### config.mk
export PLATFORM = sky130hd
export DESIGN_NAME = ioClkGeneration
export DESIGN_NICKNAME = d
export VERILOG_FILES = /design/src/logic/clkGenPkg.sv /design/src/logic/configLayoutPkg.sv /design/src/logic/clockDivider.sv /design/src/logic/configQueue.sv /design/src/logic/configRegs.sv /design/src/logic/ioClkGeneration.sv
export SDC_FILE = /design/constraint.sdc
export NUM_CORES = 1
export LEC_CHECK = 0
export ABC_CLOCK_PERIOD_IN_PS = 4190
export BUFFER_PORTS_ARGS = -buffer_cell sky130_fd_sc_hd__buf_2
export CAP_MARGIN = 20
export CORE_MARGIN = 2
export CORE_UTILIZATION = 59
export CTS_CLUSTER_DIAMETER = 200
export DETAILED_ROUTE_END_ITERATION = 16
export GPL_TIMING_DRIVEN = 0
export HOLD_SLACK_MARGIN = 0.03
export PLACE_DENSITY_LB_ADDON = 0.2
export SETUP_SLACK_MARGIN = 0.2
export SLEW_MARGIN = 20
export SYNTH_ARGS = -nofsm -noshare
export SYNTH_HDL_FRONTEND = slang
export SYNTH_SLANG_ARGS = --single-unit
### constraint.sdc
create_clock -name divided_clk_src -period 4.19 [get_ports divided_clk_src]
set_clock_uncertainty 0.1 [all_clocks]
set_input_delay 0.838 -clock divided_clk_src [delete_from_list [all_inputs] [get_ports divided_clk_src]]
set_output_delay 0.838 -clock divided_clk_src [all_outputs]
set_load 0.05 [all_outputs]
### src/logic/clkGenPkg.sv
package clkGenPkg;

    // Divisor and tick counter width
    localparam int divisorWidth = 14;

    // Which strobe advances the divider
    typedef enum logic [1:0] {
        // Count on every enabled cycle
        srcEvery = 2'd0,
        // External strobes
        srcTick0 = 2'd1,
        srcTick1 = 2'd2,
        srcTick2 = 2'd3
    } tickSource_e;

endpackage

### src/logic/configLayoutPkg.sv
package configLayoutPkg;

    // Full configuration word, written as two bytes
    localparam int configWidth = 16;

    // Select field sits on top, divisor fills the bits below it
    localparam int selectLsb = 14;

    // Pending configurations held between submit and load
    localparam int defaultQueueDepth = 4;

endpackage

### src/logic/clockDivider.sv
module clockDivider (
    input  logic                                    divided_clk_src,
    input  logic                                    rstN,
    input  logic                                    clkEn,
    input  logic                                    tick0,
    input  logic                                    tick1,
    input  logic                                    tick2,
    input  logic [configLayoutPkg::configWidth-1:0] headWord,
    input  logic                                    notEmpty,
    output logic                                    pop,
    output logic                                    dividedClk,
    output clkGenPkg::tickSource_e                  dividedClkSel
);
    import clkGenPkg::*;
    import configLayoutPkg::*;

    // Configuration currently in effect
    logic [divisorWidth-1:0] activeDivisor;
    tickSource_e             activeSel;

    // Next configuration from the queue head
    logic [divisorWidth-1:0] headDivisor;
    tickSource_e             headSel;

    logic [divisorWidth-1:0] tickCount;
    logic                    clkFF;
    logic                    countedTick;
    logic                    boundary;

    assign headDivisor = headWord[selectLsb-1:0];
    assign headSel     = tickSource_e'(headWord[configWidth-1:selectLsb]);

    // Tick source mux
    always_comb begin
        case (activeSel)
            srcTick0: countedTick = tick0;
            srcTick1: countedTick = tick1;
            srcTick2: countedTick = tick2;
            default:  countedTick = 1'b1;
        endcase
    end

    // Half-period ends on the tick that matches the divisor
    assign boundary = clkEn && countedTick && (tickCount == activeDivisor);

    // Only swap config at a boundary so the output stays clean
    assign pop = boundary && notEmpty;

    always_ff @(posedge divided_clk_src) begin
        if (!rstN) begin
            tickCount <= '0;
            clkFF     <= 1'b0;
        end else if (boundary) begin
            tickCount <= '0;
            clkFF     <= ~clkFF;
        end else if (clkEn && countedTick) begin
            tickCount <= tickCount + divisorWidth'(1);
        end
    end

    always_ff @(posedge divided_clk_src) begin
        if (!rstN) begin
            activeDivisor <= '0;
            activeSel     <= srcEvery;
        end else if (pop) begin
            activeDivisor <= headDivisor;
            activeSel     <= headSel;
        end
    end

    assign dividedClk    = clkFF;
    assign dividedClkSel = activeSel;

endmodule

### src/logic/configQueue.sv
module configQueue #(
    parameter int depth = configLayoutPkg::defaultQueueDepth
) (
    input  logic                                    divided_clk_src,
    input  logic                                    rstN,
    input  logic                                    clkEn,
    input  logic                                    push,
    input  logic [configLayoutPkg::configWidth-1:0] pushWord,
    input  logic                                    pop,
    output logic [configLayoutPkg::configWidth-1:0] headWord,
    output logic                                    notEmpty,
    output logic                                    full
);
    import configLayoutPkg::*;

    localparam int ptrWidth   = (depth > 1) ? $clog2(depth) : 1;
    localparam int countWidth = $clog2(depth + 1);
    localparam logic [ptrWidth-1:0]   lastSlot  = ptrWidth'(depth - 1);
    localparam logic [countWidth-1:0] fullCount = countWidth'(depth);

    logic [configWidth-1:0] storage [depth];
    logic [ptrWidth-1:0]    wrPtr;
    logic [ptrWidth-1:0]    rdPtr;
    logic [countWidth-1:0]  count;
    logic                   pushOk;
    logic                   popOk;

    // Wraps at depth, so any depth works
    function automatic logic [ptrWidth-1:0] nextPtr(input logic [ptrWidth-1:0] ptr);
        if (ptr == lastSlot) begin
            return '0;
        end
        return ptr + ptrWidth'(1);
    endfunction

    // Pushes while full are dropped
    assign pushOk = clkEn && push && !full;
    assign popOk  = clkEn && pop && notEmpty;

    always_ff @(posedge divided_clk_src) begin
        if (pushOk) begin
            storage[wrPtr] <= pushWord;
        end
    end

    always_ff @(posedge divided_clk_src) begin
        if (!rstN) begin
            wrPtr <= '0;
            rdPtr <= '0;
            count <= '0;
        end else begin
            if (pushOk) begin
                wrPtr <= nextPtr(wrPtr);
            end
            if (popOk) begin
                rdPtr <= nextPtr(rdPtr);
            end
            case ({pushOk, popOk})
                2'b10:   count <= count + countWidth'(1);
                2'b01:   count <= count - countWidth'(1);
                // Both or neither leaves occupancy alone
                default: count <= count;
            endcase
        end
    end

    assign headWord = storage[rdPtr];
    assign notEmpty = (count != '0);
    assign full     = (count == fullCount);

endmodule

### src/logic/configRegs.sv
module configRegs (
    input  logic                                    divided_clk_src,
    input  logic                                    rstN,
    input  logic                                    clkEn,
    input  logic                                    writeEnUpper,
    input  logic                                    writeEnLower,
    input  logic [7:0]                              configIn,
    output logic [configLayoutPkg::configWidth-1:0] configOut,
    output logic                                    submit,
    output logic [configLayoutPkg::configWidth-1:0] submitWord
);
    import configLayoutPkg::*;

    localparam int byteWidth = configWidth / 2;

    logic [byteWidth-1:0] upperByte;
    logic [byteWidth-1:0] lowerByte;
    // Stage 0 marks an upper write, stage 1 fires submit
    logic [1:0]           submitDelay;

    // Upper byte holds select and top of divisor
    always_ff @(posedge divided_clk_src) begin
        if (!rstN) begin
            upperByte <= '0;
        end else if (clkEn && writeEnUpper) begin
            upperByte <= configIn;
        end
    end

    always_ff @(posedge divided_clk_src) begin
        if (!rstN) begin
            lowerByte <= '0;
        end else if (clkEn && writeEnLower) begin
            lowerByte <= configIn;
        end
    end

    // Two enabled cycles between upper write and submit
    always_ff @(posedge divided_clk_src) begin
        if (!rstN) begin
            submitDelay <= 2'b00;
        end else if (clkEn) begin
            submitDelay[0] <= writeEnUpper;
            submitDelay[1] <= submitDelay[0];
        end
    end

    // Pulse only lasts for the enabled cycle
    assign submit = submitDelay[1] && clkEn;

    assign configOut  = {upperByte, lowerByte};
    // Snapshot taken by the queue while submit is high
    assign submitWord = {upperByte, lowerByte};

endmodule

### src/logic/ioClkGeneration.sv
module ioClkGeneration #(
    parameter int queueDepth = configLayoutPkg::defaultQueueDepth
) (
    input  logic                                    divided_clk_src,
    input  logic                                    rstN,
    input  logic                                    clkEn,
    input  logic                                    writeEnUpper,
    input  logic                                    writeEnLower,
    input  logic [7:0]                              configIn,
    input  logic                                    tick0,
    input  logic                                    tick1,
    input  logic                                    tick2,
    output logic [configLayoutPkg::configWidth-1:0] configOut,
    output logic                                    queueFull,
    output logic                                    dividedClk,
    output clkGenPkg::tickSource_e                  dividedClkSel
);
    import configLayoutPkg::*;

    logic                   submit;
    logic [configWidth-1:0] submitWord;
    logic [configWidth-1:0] headWord;
    logic                   notEmpty;
    logic                   pop;

    // Byte registers and submit delay
    configRegs i_configRegs (
        .divided_clk_src(divided_clk_src),
        .rstN           (rstN),
        .clkEn          (clkEn),
        .writeEnUpper   (writeEnUpper),
        .writeEnLower   (writeEnLower),
        .configIn       (configIn),
        .configOut      (configOut),
        .submit         (submit),
        .submitWord     (submitWord)
    );

    // Pending configurations wait here until the next boundary
    configQueue #(
        .depth(queueDepth)
    ) i_configQueue (
        .divided_clk_src(divided_clk_src),
        .rstN           (rstN),
        .clkEn          (clkEn),
        .push           (submit),
        .pushWord       (submitWord),
        .pop            (pop),
        .headWord       (headWord),
        .notEmpty       (notEmpty),
        .full           (queueFull)
    );

    clockDivider i_clockDivider (
        .divided_clk_src(divided_clk_src),
        .rstN           (rstN),
        .clkEn          (clkEn),
        .tick0          (tick0),
        .tick1          (tick1),
        .tick2          (tick2),
        .headWord       (headWord),
        .notEmpty       (notEmpty),
        .pop            (pop),
        .dividedClk     (dividedClk),
        .dividedClkSel  (dividedClkSel)
    );

endmodule

==> impl_metrics.csv, run 1 <==
group,metric,value,unit
status,status,"completed",
grt,grt_pass1_wl,15900,µm
timing,finalCritPeriodShare,0.813,
layout,final_common_cell,"edfxtp_1",
timing,setup_viol,0,
job,cap_violations,0,
yosys,synthArstFlopShare,0,
yosys,synth-main-ff-cell,"edfxtp_1",
die,rows,33,
grt,grt_max_degree,17,
yosys,avgSynthCellArea,12.6,µm²
route,routed_wl,10100,µm
layout,diodes,0,
clock_tree,cts_hold_buf,0,
critical_path,cp-startpoint,"i_clockDivider.tickCount[2]",
critical_path,required,4.53,ns
critical_path,critPathKind,"flip-flop to flip-flop",
timing,max_freq,294,MHz
grt,grt_pass1_vias,3186,
yosys,synth_area,4830,µm²
grt,grt_overflow,0,
layout,nFillCells,594,
grt,grt_antenna_before_repair,0,
placed_design,dpl.hpwl,6720,µm
layout,synthToLayoutAreaGrowth,17.5,%
clock_tree,clockRootBuffer,"clkbuf_8",
yosys,synth_mux_area_frac,0.0850,
layout,most-common-layout-cells,"edfxtp_1, dfxtp_1, buf_2, a21oi_1, nand3_1",
critical_path,startpoint_type,"flip-flop",
die,ios,36,
clock_tree,cts_htree_levels,4,
placed_design,place.gp.congestion,0.821,
timing,hold_viol,0,
pwr,ir_worst_vdd,0.357,mV
die,fp.dieW,94.5,µm
timing,period_needed,3.40,ns
yosys,ys_seq_elements,120,
critical_path,end_kind,"flip-flop",
clock_tree,cts.clk_slew.worst_paths,0.06,ns
timing,drv_slew,0,
pwr,leakage,2.05,nW
critical_path,crit-reg2reg-launch,"i_clockDivider.tickCount[2]",
die,die_h,94.5,µm
critical_path,worstPathMaxFanout,10,
route,ant_nets,0,
clock_tree,post_cts_buffers,0,
timing,rsz0062_at_grt,"no",
yosys,synthSimpleGateAreaFrac,0.110,
clock_tree,clk_path_buf_depth,2,
die,start_util,0.597,
route,vias,3222,
yosys,synth_nets,406,
timing,worst_pin_slew,0.872,ns
worst_hold_path,worst_hold_startpoint,"i_clockDivider.activeDivisor[10]",
clock_tree,clock_sinks,120,
yosys,synthDistinctLibCells,33,
yosys,synth_top_family_by_area,"simple AND/OR/NAND/NOR gates",
yosys,synth_compound_area_frac,0.0761,
yosys,postSynthCellCount,382,
clock_tree,cts_resized,0,
die,coreArea,8090,µm²
yosys,synthAdderAreaFrac,0.0223,
pwr,power_density,492,nW/µm²
worst_hold_path,hp-class,"flip-flop to flip-flop",
yosys,synth_xor_area_frac,0.0526,
route,drt_iter0_drc,141,
yosys,synth_seq_area_share,0.630,
clock_tree,numCtsBuffers,17,
route,drc,0,
timing,hold-worst-slack,0.386,ns
clock_tree,clk_latency,0.52,ns
route,drtPass1Iterations,5,
layout,drive_above_1_share,0.199,
route,vias_per_cell,5.84,
route,post_drt_wl_per_cell,18.2,µm
die,dieArea,8930,µm²
placed_design,io_buffers,33,
yosys,ys_warn_count,0,
layout,nets,458,
clock_tree,cts_tree,"done",
critical_path,crit_arrival,3.75,ns
yosys,synth_edf_count,64,
grt,track_usage,0.243,
timing,fin_tns_setup,0,ns
timing,slew_headroom,0.419,
-- final cells by class --
type | count | area [µm²] | share of cell area
timing repair buffer | 33 | 165 | 0.0291
inverter | 10 | 37.5 | 0.00662
buffer | 20 | 81.3 | 0.0143
tap | 105 | 131 | 0.0232
sequential | 120 | 3040 | 0.536
clock buffer | 18 | 418 | 0.0736
multi-input combinational | 232 | 1670 | 0.294
clock inverter | 14 | 129 | 0.0227
-- logic make-up (layout without fill, tap and decap cells) --
| logic type | count (synthesis) | in the layout |
|---|---|---|
| AO/OA/AOI/OAI | 64 | 64 |
| XOR/XNOR | 29 | 29 |
| adder cells (fa/ha/maj) | 8 | 8 |
| buffers and inverters | 30 | 95 |
| flip-flops | 120 | 120 |
| multiplexers | 21 | 21 |
| AND/OR/NAND/NOR | 110 | 110 |
-- metal layers --
metal,global-route usage,share of wire
met5,0,0
met4,0.0918,0.016
met3,0.0662,0.054
met2,0.415,0.52
met1,0.297,0.41
-- cell usage after synthesis (3+ instances only) --
library cell,instances,area [µm²]
xnor2_1,5,43.8
nand4_1,5,31.3
o21ai_0,20,100
ha_1,7,87.6
edfxtp_1,64,1920
mux2i_1,5,50.1
nor2_1,22,82.6
inv_1,9,33.8
nor4_1,3,18.8
and2_1,4,25.0
mux4_2,16,360
and3_1,4,25.0
clkbuf_1,13,48.8
nand2_1,27,101
a21oi_1,38,190
xor2_1,24,210
dfxtp_1,56,1120
buf_2,5,25.0
nand3_1,37,185
-- worst paths after layout --
path / endpoint / slack, ns / cells past startpoint
worst max-delay path: i_configQueue.count[2] / 0.79 / 13
worst min-delay path: i_clockDivider.activeDivisor[10] / 0.39 / 2
worst max register to register: i_configQueue.count[2] / 0.79 / 13
worst min register to register: i_clockDivider.activeDivisor[10] / 0.39 / 2
-- critical path, cell delays in order (launching register included) --
cell     delay (ns)
dfxtp_1        0.43
xor2_1         0.12
nor4_1         0.45
and4_1         0.25
buf_2          0.19
buf_1          0.35
nand2_1        0.14
inv_1          0.09
ha_1           0.17
inv_1          0.06
fa_1           0.38
xor2_1         0.16
or3_1          0.31
a21oi_1        0.14
-- sequential cells by signal, indices dropped and copies added, names as in the netlist --
signal / flops
i_clockDivider.activeDivisor: 14
i_clockDivider.dividedClk: 1
i_clockDivider.dividedClkSel: 2
i_clockDivider.tickCount: 14
i_configQueue.count: 3
i_configQueue.rdPtr: 2
i_configQueue.storage: 64
i_configQueue.wrPtr: 2
i_configRegs.lowerByte: 8
i_configRegs.submitDelay: 2
i_configRegs.upperByte: 8
-- per-stage QoR --
| step | total power [mW] | util | instances | setup slack, ns | cell area [µm²] |
|---|---|---|---|---|---|
| finish | 2.79 | 0.701 | 552 | 0.785 | 5670 |
| global route | 2.87 | 0.701 | 552 | 0.579 | 5670 |
| CTS | 2.79 | 0.701 | 552 | 0.792 | 5670 |
| detailed placement | 1.48 | 0.634 | 520 | 0.358 | 5130 |
| global placement | 1.48 | 0.634 | 520 | 0.453 | 5130 |
| floorplan | 1.43 | - | 382 | 0.792 | 4830 |
-- report_power, final --
group          total, mW  leakage [nW]  internal [mW]  switching, mW
logic              0.186         0.747         0.0536          0.133
registers           1.28          1.03           1.25         0.0214
clock network       1.33         0.268          0.754          0.573
Power figures use the tool's default switching activity.
==> run 2, diff against run 1 <==
Settings changed: ABC_CLOCK_PERIOD_IN_PS 4190 to 3050, CORE_UTILIZATION 59 to 53.
Clock period 4.19 ns to 3.05 ns, I/O delays scaled along.
==> run 2 against run 1 <==
  * Die area is 11% higher
  * First-iteration DRC count is 9.2% higher
  * Critical endpoint unchanged
  * Setup slack worse by 0.51 ns
  * Combinational power is 59% higher
  * Highest routed layer unchanged
  * Sequential share of layout area is 1.3 points lower
  * Global-route usage is 1.8 points lower
  * Cell count is 1.8% higher
  * Critical path depth stayed put
  * Largest power group unchanged
==> impl_metrics.csv, run 2 (synthesis results as in run 1) <==
group,metric,value,unit
status,status,"completed",
clock_tree,clock_sinks,120,
placed_design,dpl.hpwl,6630,µm
grt,grt_max_degree,17,
layout,nets,465,
timing,slew_headroom,0.391,
grt,grt_overflow,0,
pwr,power,3.98,mW
route,vias_per_cell,5.70,
grt,grt_antenna_before_repair,0,
layout,diodes,0,
clock_tree,clk_latency,0.53,ns
timing,rsz0062_at_grt,"yes",
route,drc,0,
critical_path,startpoint_type,"flip-flop",
die,dieArea,9890,µm²
timing,finalCritPeriodShare,0.909,
clock_tree,cts_hold_buf,0,
timing,finalWorstSetupSlack,0.276,ns
layout,synthToLayoutAreaGrowth,20.9,%
layout,nFillCells,630,
layout,most-common-layout-cells,"edfxtp_1, dfxtp_1, nand3_1, a21oi_1, buf_2",
route,drt_iter0_drc,154,
route,drtPass1Iterations,4,
pwr,leakage,2.11,nW
die,die_h,99.5,µm
clock_tree,clk_path_buf_depth,2,
clock_tree,cts_htree_levels,4,
critical_path,worstPathMaxFanout,10,
timing,drv_slew,0,
die,start_util,0.551,
timing,period_needed,2.77,ns
critical_path,end_kind,"flip-flop",
die,ios,36,
critical_path,critPathKind,"flip-flop to flip-flop",
layout,largest_reg_flops,64,
clock_tree,numCtsBuffers,17,
layout,max_flop_register,"i_configQueue.storage",
critical_path,crit_arrival,3.12,ns
grt,grt_pass1_wl,16600,µm
timing,worst_pin_slew,0.913,ns
timing,max_freq,361,MHz
placed_design,io_buffers,33,
placed_design,pre_cts_slack,-0.211,ns
route,post_drt_wl_per_cell,18.5,µm
job,cap_violations,0,
clock_tree,clockRootBuffer,"clkbuf_8",
route,vias,3204,
worst_hold_path,hp-class,"input pin to flip-flop",
critical_path,required,3.40,ns
route,ant_nets,0,
timing,hold_viol,0,
layout,largestRegisters,"i_configQueue.storage x64, i_clockDivider.activeDivisor x14, i_clockDivider.tickCount x14",
timing,setup_viol,0,
route,routed_wl,10400,µm
grt,grt_pass1_vias,3280,
layout,final_common_cell,"edfxtp_1",
die,fp.dieW,99.5,µm
layout,drive_above_1_share,0.247,
grt,track_usage,0.225,
placed_design,place.gp.congestion,0.759,
die,rows,34,
clock_tree,cts.clk_slew.worst_paths,0.06,ns
pwr,power_density,682,nW/µm²
die,coreArea,8760,µm²
clock_tree,cts_tree,"done",
pwr,ir_worst_vdd,0.703,mV
run 2: timing repair:
item / CTS / global route
pin swaps: 3 / 5
gates resized for setup: 8 / 8
buffers inserted: 3 / 4
setup endpoints to repair: 2 / 2
run 2: worst max-delay path, stage by stage, from the launching register on:
cell and delay, ns:
dfxtp_2 0.35, mux2i_4 0.21, a211oi_4 0.30, o311a_1 0.22
buf_6 0.12, buf_8 0.12, nand2_1 0.06, inv_1 0.05
ha_2 0.17, inv_1 0.05, fa_2 0.33, xor2_1 0.15
or3_1 0.33, a21oi_2 0.12
run 2: cell type report:
cell class                 instances  area (µm²)  share of cell area
tap                              108         135              0.0231
multi-input combinational        232        1710               0.293
inverter                          10        37.5             0.00643
clock buffer                      17         414              0.0709
clock inverter                    15         158              0.0270
buffer                            20         115              0.0197
sequential                       120        3050               0.523
timing repair buffer              40         218              0.0373
run 2: report_power, final:
part,total (mW),internal [mW],switching [mW]
clock,1.94,1.12,0.822
sequential,1.75,1.72,0.0263
combinational,0.295,0.105,0.190
total,3.98,2.94,1.04
run 2: stage by stage:
stage / instance area [µm²] / utilization / hold slack, ns / instances / TNS, ns
2_1_floorplan: 4870 / - / 0.336 / 382 / 0
3_3_place_gp: 5170 / 0.590 / 0.346 / 523 / -0.203
3_5_place_dp: 5170 / 0.590 / 0.365 / 523 / -0.278
4_1_cts: 5790 / 0.660 / 0.240 / 558 / 0
5_1_grt: 5840 / 0.666 / 0.248 / 562 / 0
6_report: 5840 / 0.666 / 0.247 / 562 / 0
run 2: worst paths after layout:
kind / slack, ns / cells past startpoint / endpoint / startpoint
worst max-delay path: 0.28 / 13 / i_configQueue.count[2] / i_clockDivider.dividedClkSel[1]
worst min-delay path: 0.25 / 3 / i_configRegs.lowerByte[6] / configIn[6]
worst max register to register: 0.28 / 13 / i_configQueue.count[2] / i_clockDivider.dividedClkSel[1]
worst min register to register: 0.39 / 2 / i_clockDivider.dividedClk / i_clockDivider.dividedClk
run 2: metal layers:
metal	up-vias	GRT usage	wire length (µm)
met5	-	0	0
met2	94	0.359	5090
li1	1524	-	-
met4	0	0.0875	197
met3	17	0.0661	554
met1	1569	0.294	4550
==> run 3, diff against run 2 <==
Settings changed: BUFFER_PORTS_ARGS -buffer_cell sky130_fd_sc_hd__buf_2 to -buffer_cell sky130_fd_sc_hd__buf_4.
==> run 3 against run 2 <==
  * Sequential power about the same
  * Sequential share of layout area decreased by 1.0 points
  * Count of clock-buffer cells in the layout stayed put
  * Cell count up 0.71%
  * Hold slack improved by 0.014 ns
  * Final area is 2.0% higher
  * Critical endpoint unchanged
==> impl_metrics.csv, run 3 (synthesis results as in run 1) <==
group,metric,value,unit
route,drt_iter0_drc,160,
die,fp.dieW,99.5,µm
critical_path,crit_buf_inv,4,
route,top_layer,"met4",
clock_tree,cts.clk_slew.worst_paths,0.06,ns
placed_design,dpl.hpwl,6580,µm
timing,finalWorstSetupSlack,0.257,ns
clock_tree,numCtsBuffers,17,
layout,final_area,5960,µm²
route,drc,0,
die,coreArea,8760,µm²
route,vias,3248,
pwr,leakage,2.14,nW
critical_path,path_delay_family,"simple AND/OR/NAND/NOR gates",
timing,period_needed,2.79,ns
timing,rsz0062_at_grt,"yes",
timing,slew_headroom,0.357,
route,wl_met3,595,µm
route,dr_wl_met2,5110,µm
critical_path,end_kind,"flip-flop",
clock_tree,clock_sinks,120,
placed_design,post-place-cells,523,
timing,max_freq,358,MHz
pwr,power_density,658,nW/µm²
critical_path,critPathKind,"flip-flop to flip-flop",
critical_path,crit_arrival,3.14,ns
route,routed_wl,10200,µm
timing,worst_pin_slew,0.965,ns
critical_path,cpPeakStageDelay,0.36,ns
job,cap_violations,0,
layout,nFillCells,609,
clock_tree,cts_htree_levels,4,
clock_tree,clk_path_buf_depth,2,
layout,nets,470,
critical_path,crit-reg2reg-launch,"i_clockDivider.tickCount[8]",
layout,max_flop_register,"i_configQueue.storage",
layout,largestRegisters,"i_configQueue.storage x64, i_clockDivider.activeDivisor x14, i_clockDivider.tickCount x14",
clock_tree,cts_hold_buf,0,
placed_design,dpl_cell_area,5250,µm²
timing,fin_tns_setup,0,ns
critical_path,worstPathMaxFanout,5,
layout,synthToLayoutAreaGrowth,23.3,%
placed_design,io_buffers,33,
timing,hold_viol,0,
clock_tree,clockRootBuffer,"clkbuf_8",
critical_path,slowest_stage,"dfxtp_4",
route,post_drt_wl_per_cell,17.9,µm
layout,drive_above_1_share,0.253,
critical_path,startpoint_type,"flip-flop",
status,status,"completed",
layout,layout.cells.non_filler,566,
grt,grt_max_degree,17,
die,die_h,99.5,µm
critical_path,path_cells,"xor2_1 > nor4_2 > and4_1 > buf_6 > buf_8 > nand2_2 > inv_1 > ha_2 > inv_1 > fa_2 > xor2_1 > or3_1 > a21oi_1",
grt,grt_overflow,0,
route,wl_met1,4230,µm
route,drtPass1Iterations,4,
die,start_util,0.551,
layout,most-common-layout-cells,"edfxtp_1, dfxtp_1, buf_4",
critical_path,cp-startpoint,"i_clockDivider.tickCount[8]",
worst_hold_path,hp-class,"input pin to flip-flop",
critical_path,required,3.40,ns
die,ios,36,
route,vias_per_cell,5.74,
clock_tree,cts_tree,"done",
placed_design,place.gp.congestion,0.762,
clock_tree,clk_latency,0.52,ns
pwr,ir_worst_vdd,0.417,mV
die,dieArea,9890,µm²
placed_design,pre_cts_slack,-0.242,ns
worst_hold_path,worst_hold_startpoint,"configIn[3]",
grt,grt_antenna_before_repair,0,
grt,grt_pass1_vias,3198,
layout,largest_reg_flops,64,
route,ant_nets,0,
timing,setup_viol,0,
pwr,power,3.92,mW
die,rows,34,
grt,track_usage,0.221,
timing,drv_slew,0,
layout,diodes,0,
layout,final_common_cell,"edfxtp_1",
timing,finalCritPeriodShare,0.916,
grt,grt_pass1_wl,16300,µm
run 3: changes by cell type in the layout (fill, tap and decap cells not counted), moves of 2 or more:
cell	delta
buf_4	+38
buf_2	-33
inv_8	-4
dfxtp_2	-2
inv_6	+2
run 3: path summary, 6_finish.rpt:
| kind | slack, ns | depth (start not counted) | endpoint |
|---|---|---|---|
| min | 0.26 | 3 | i_configRegs.upperByte[3] |
| max reg2reg | 0.26 | 13 | i_configQueue.count[2] |
| min reg2reg | 0.37 | 2 | i_configRegs.submitDelay[0] |
| max | 0.26 | 13 | i_configQueue.count[2] |
run 3: stage by stage:
stage           util  hold slack (ns)
5_1_grt        0.680            0.264
4_1_cts        0.669            0.253
3_3_place_gp   0.599            0.344
6_report       0.680            0.261
2_1_floorplan      -            0.336
3_5_place_dp   0.599            0.358
run 3: what timing repair did:
item | CTS | global route
pin swaps | 3 | 6
setup buffers | 4 | 8
setup endpoints to repair | 2 | 2
resized for setup | 10 | 8
run 3: layout make-up:
class	instances	area (µm²)	area share
tap	108	135	0.0227
sequential	120	3060	0.513
clock buffer	17	414	0.0695
buffer	20	115	0.0193
inverter	10	37.5	0.00630
clock inverter	14	138	0.0231
multi-input combinational	232	1720	0.289
timing repair buffer	45	338	0.0567
run 3: worst reg2reg max path, stage by stage (launching register included):
cell     delay (ns)
dfxtp_4        0.36
xor2_1         0.15
nor4_2         0.36
and4_1         0.27
buf_6          0.13
buf_8          0.09
nand2_2        0.05
inv_1          0.06
ha_2           0.17
inv_1          0.05
fa_2           0.33
xor2_1         0.15
or3_1          0.30
a21oi_1        0.15
run 3: metal layers:
metal,vias up,track usage
li1,1529,-
met1,1591,0.274
met2,106,0.363
met3,22,0.0724
met4,0,0.0832
met5,-,0
run 3: power by group:
| group | leakage [nW] | internal (mW) | switching (mW) |
|---|---|---|---|
| combinational | 0.838 | 0.130 | 0.196 |
| sequential | 1.04 | 1.72 | 0.0276 |
| clock | 0.267 | 1.09 | 0.752 |
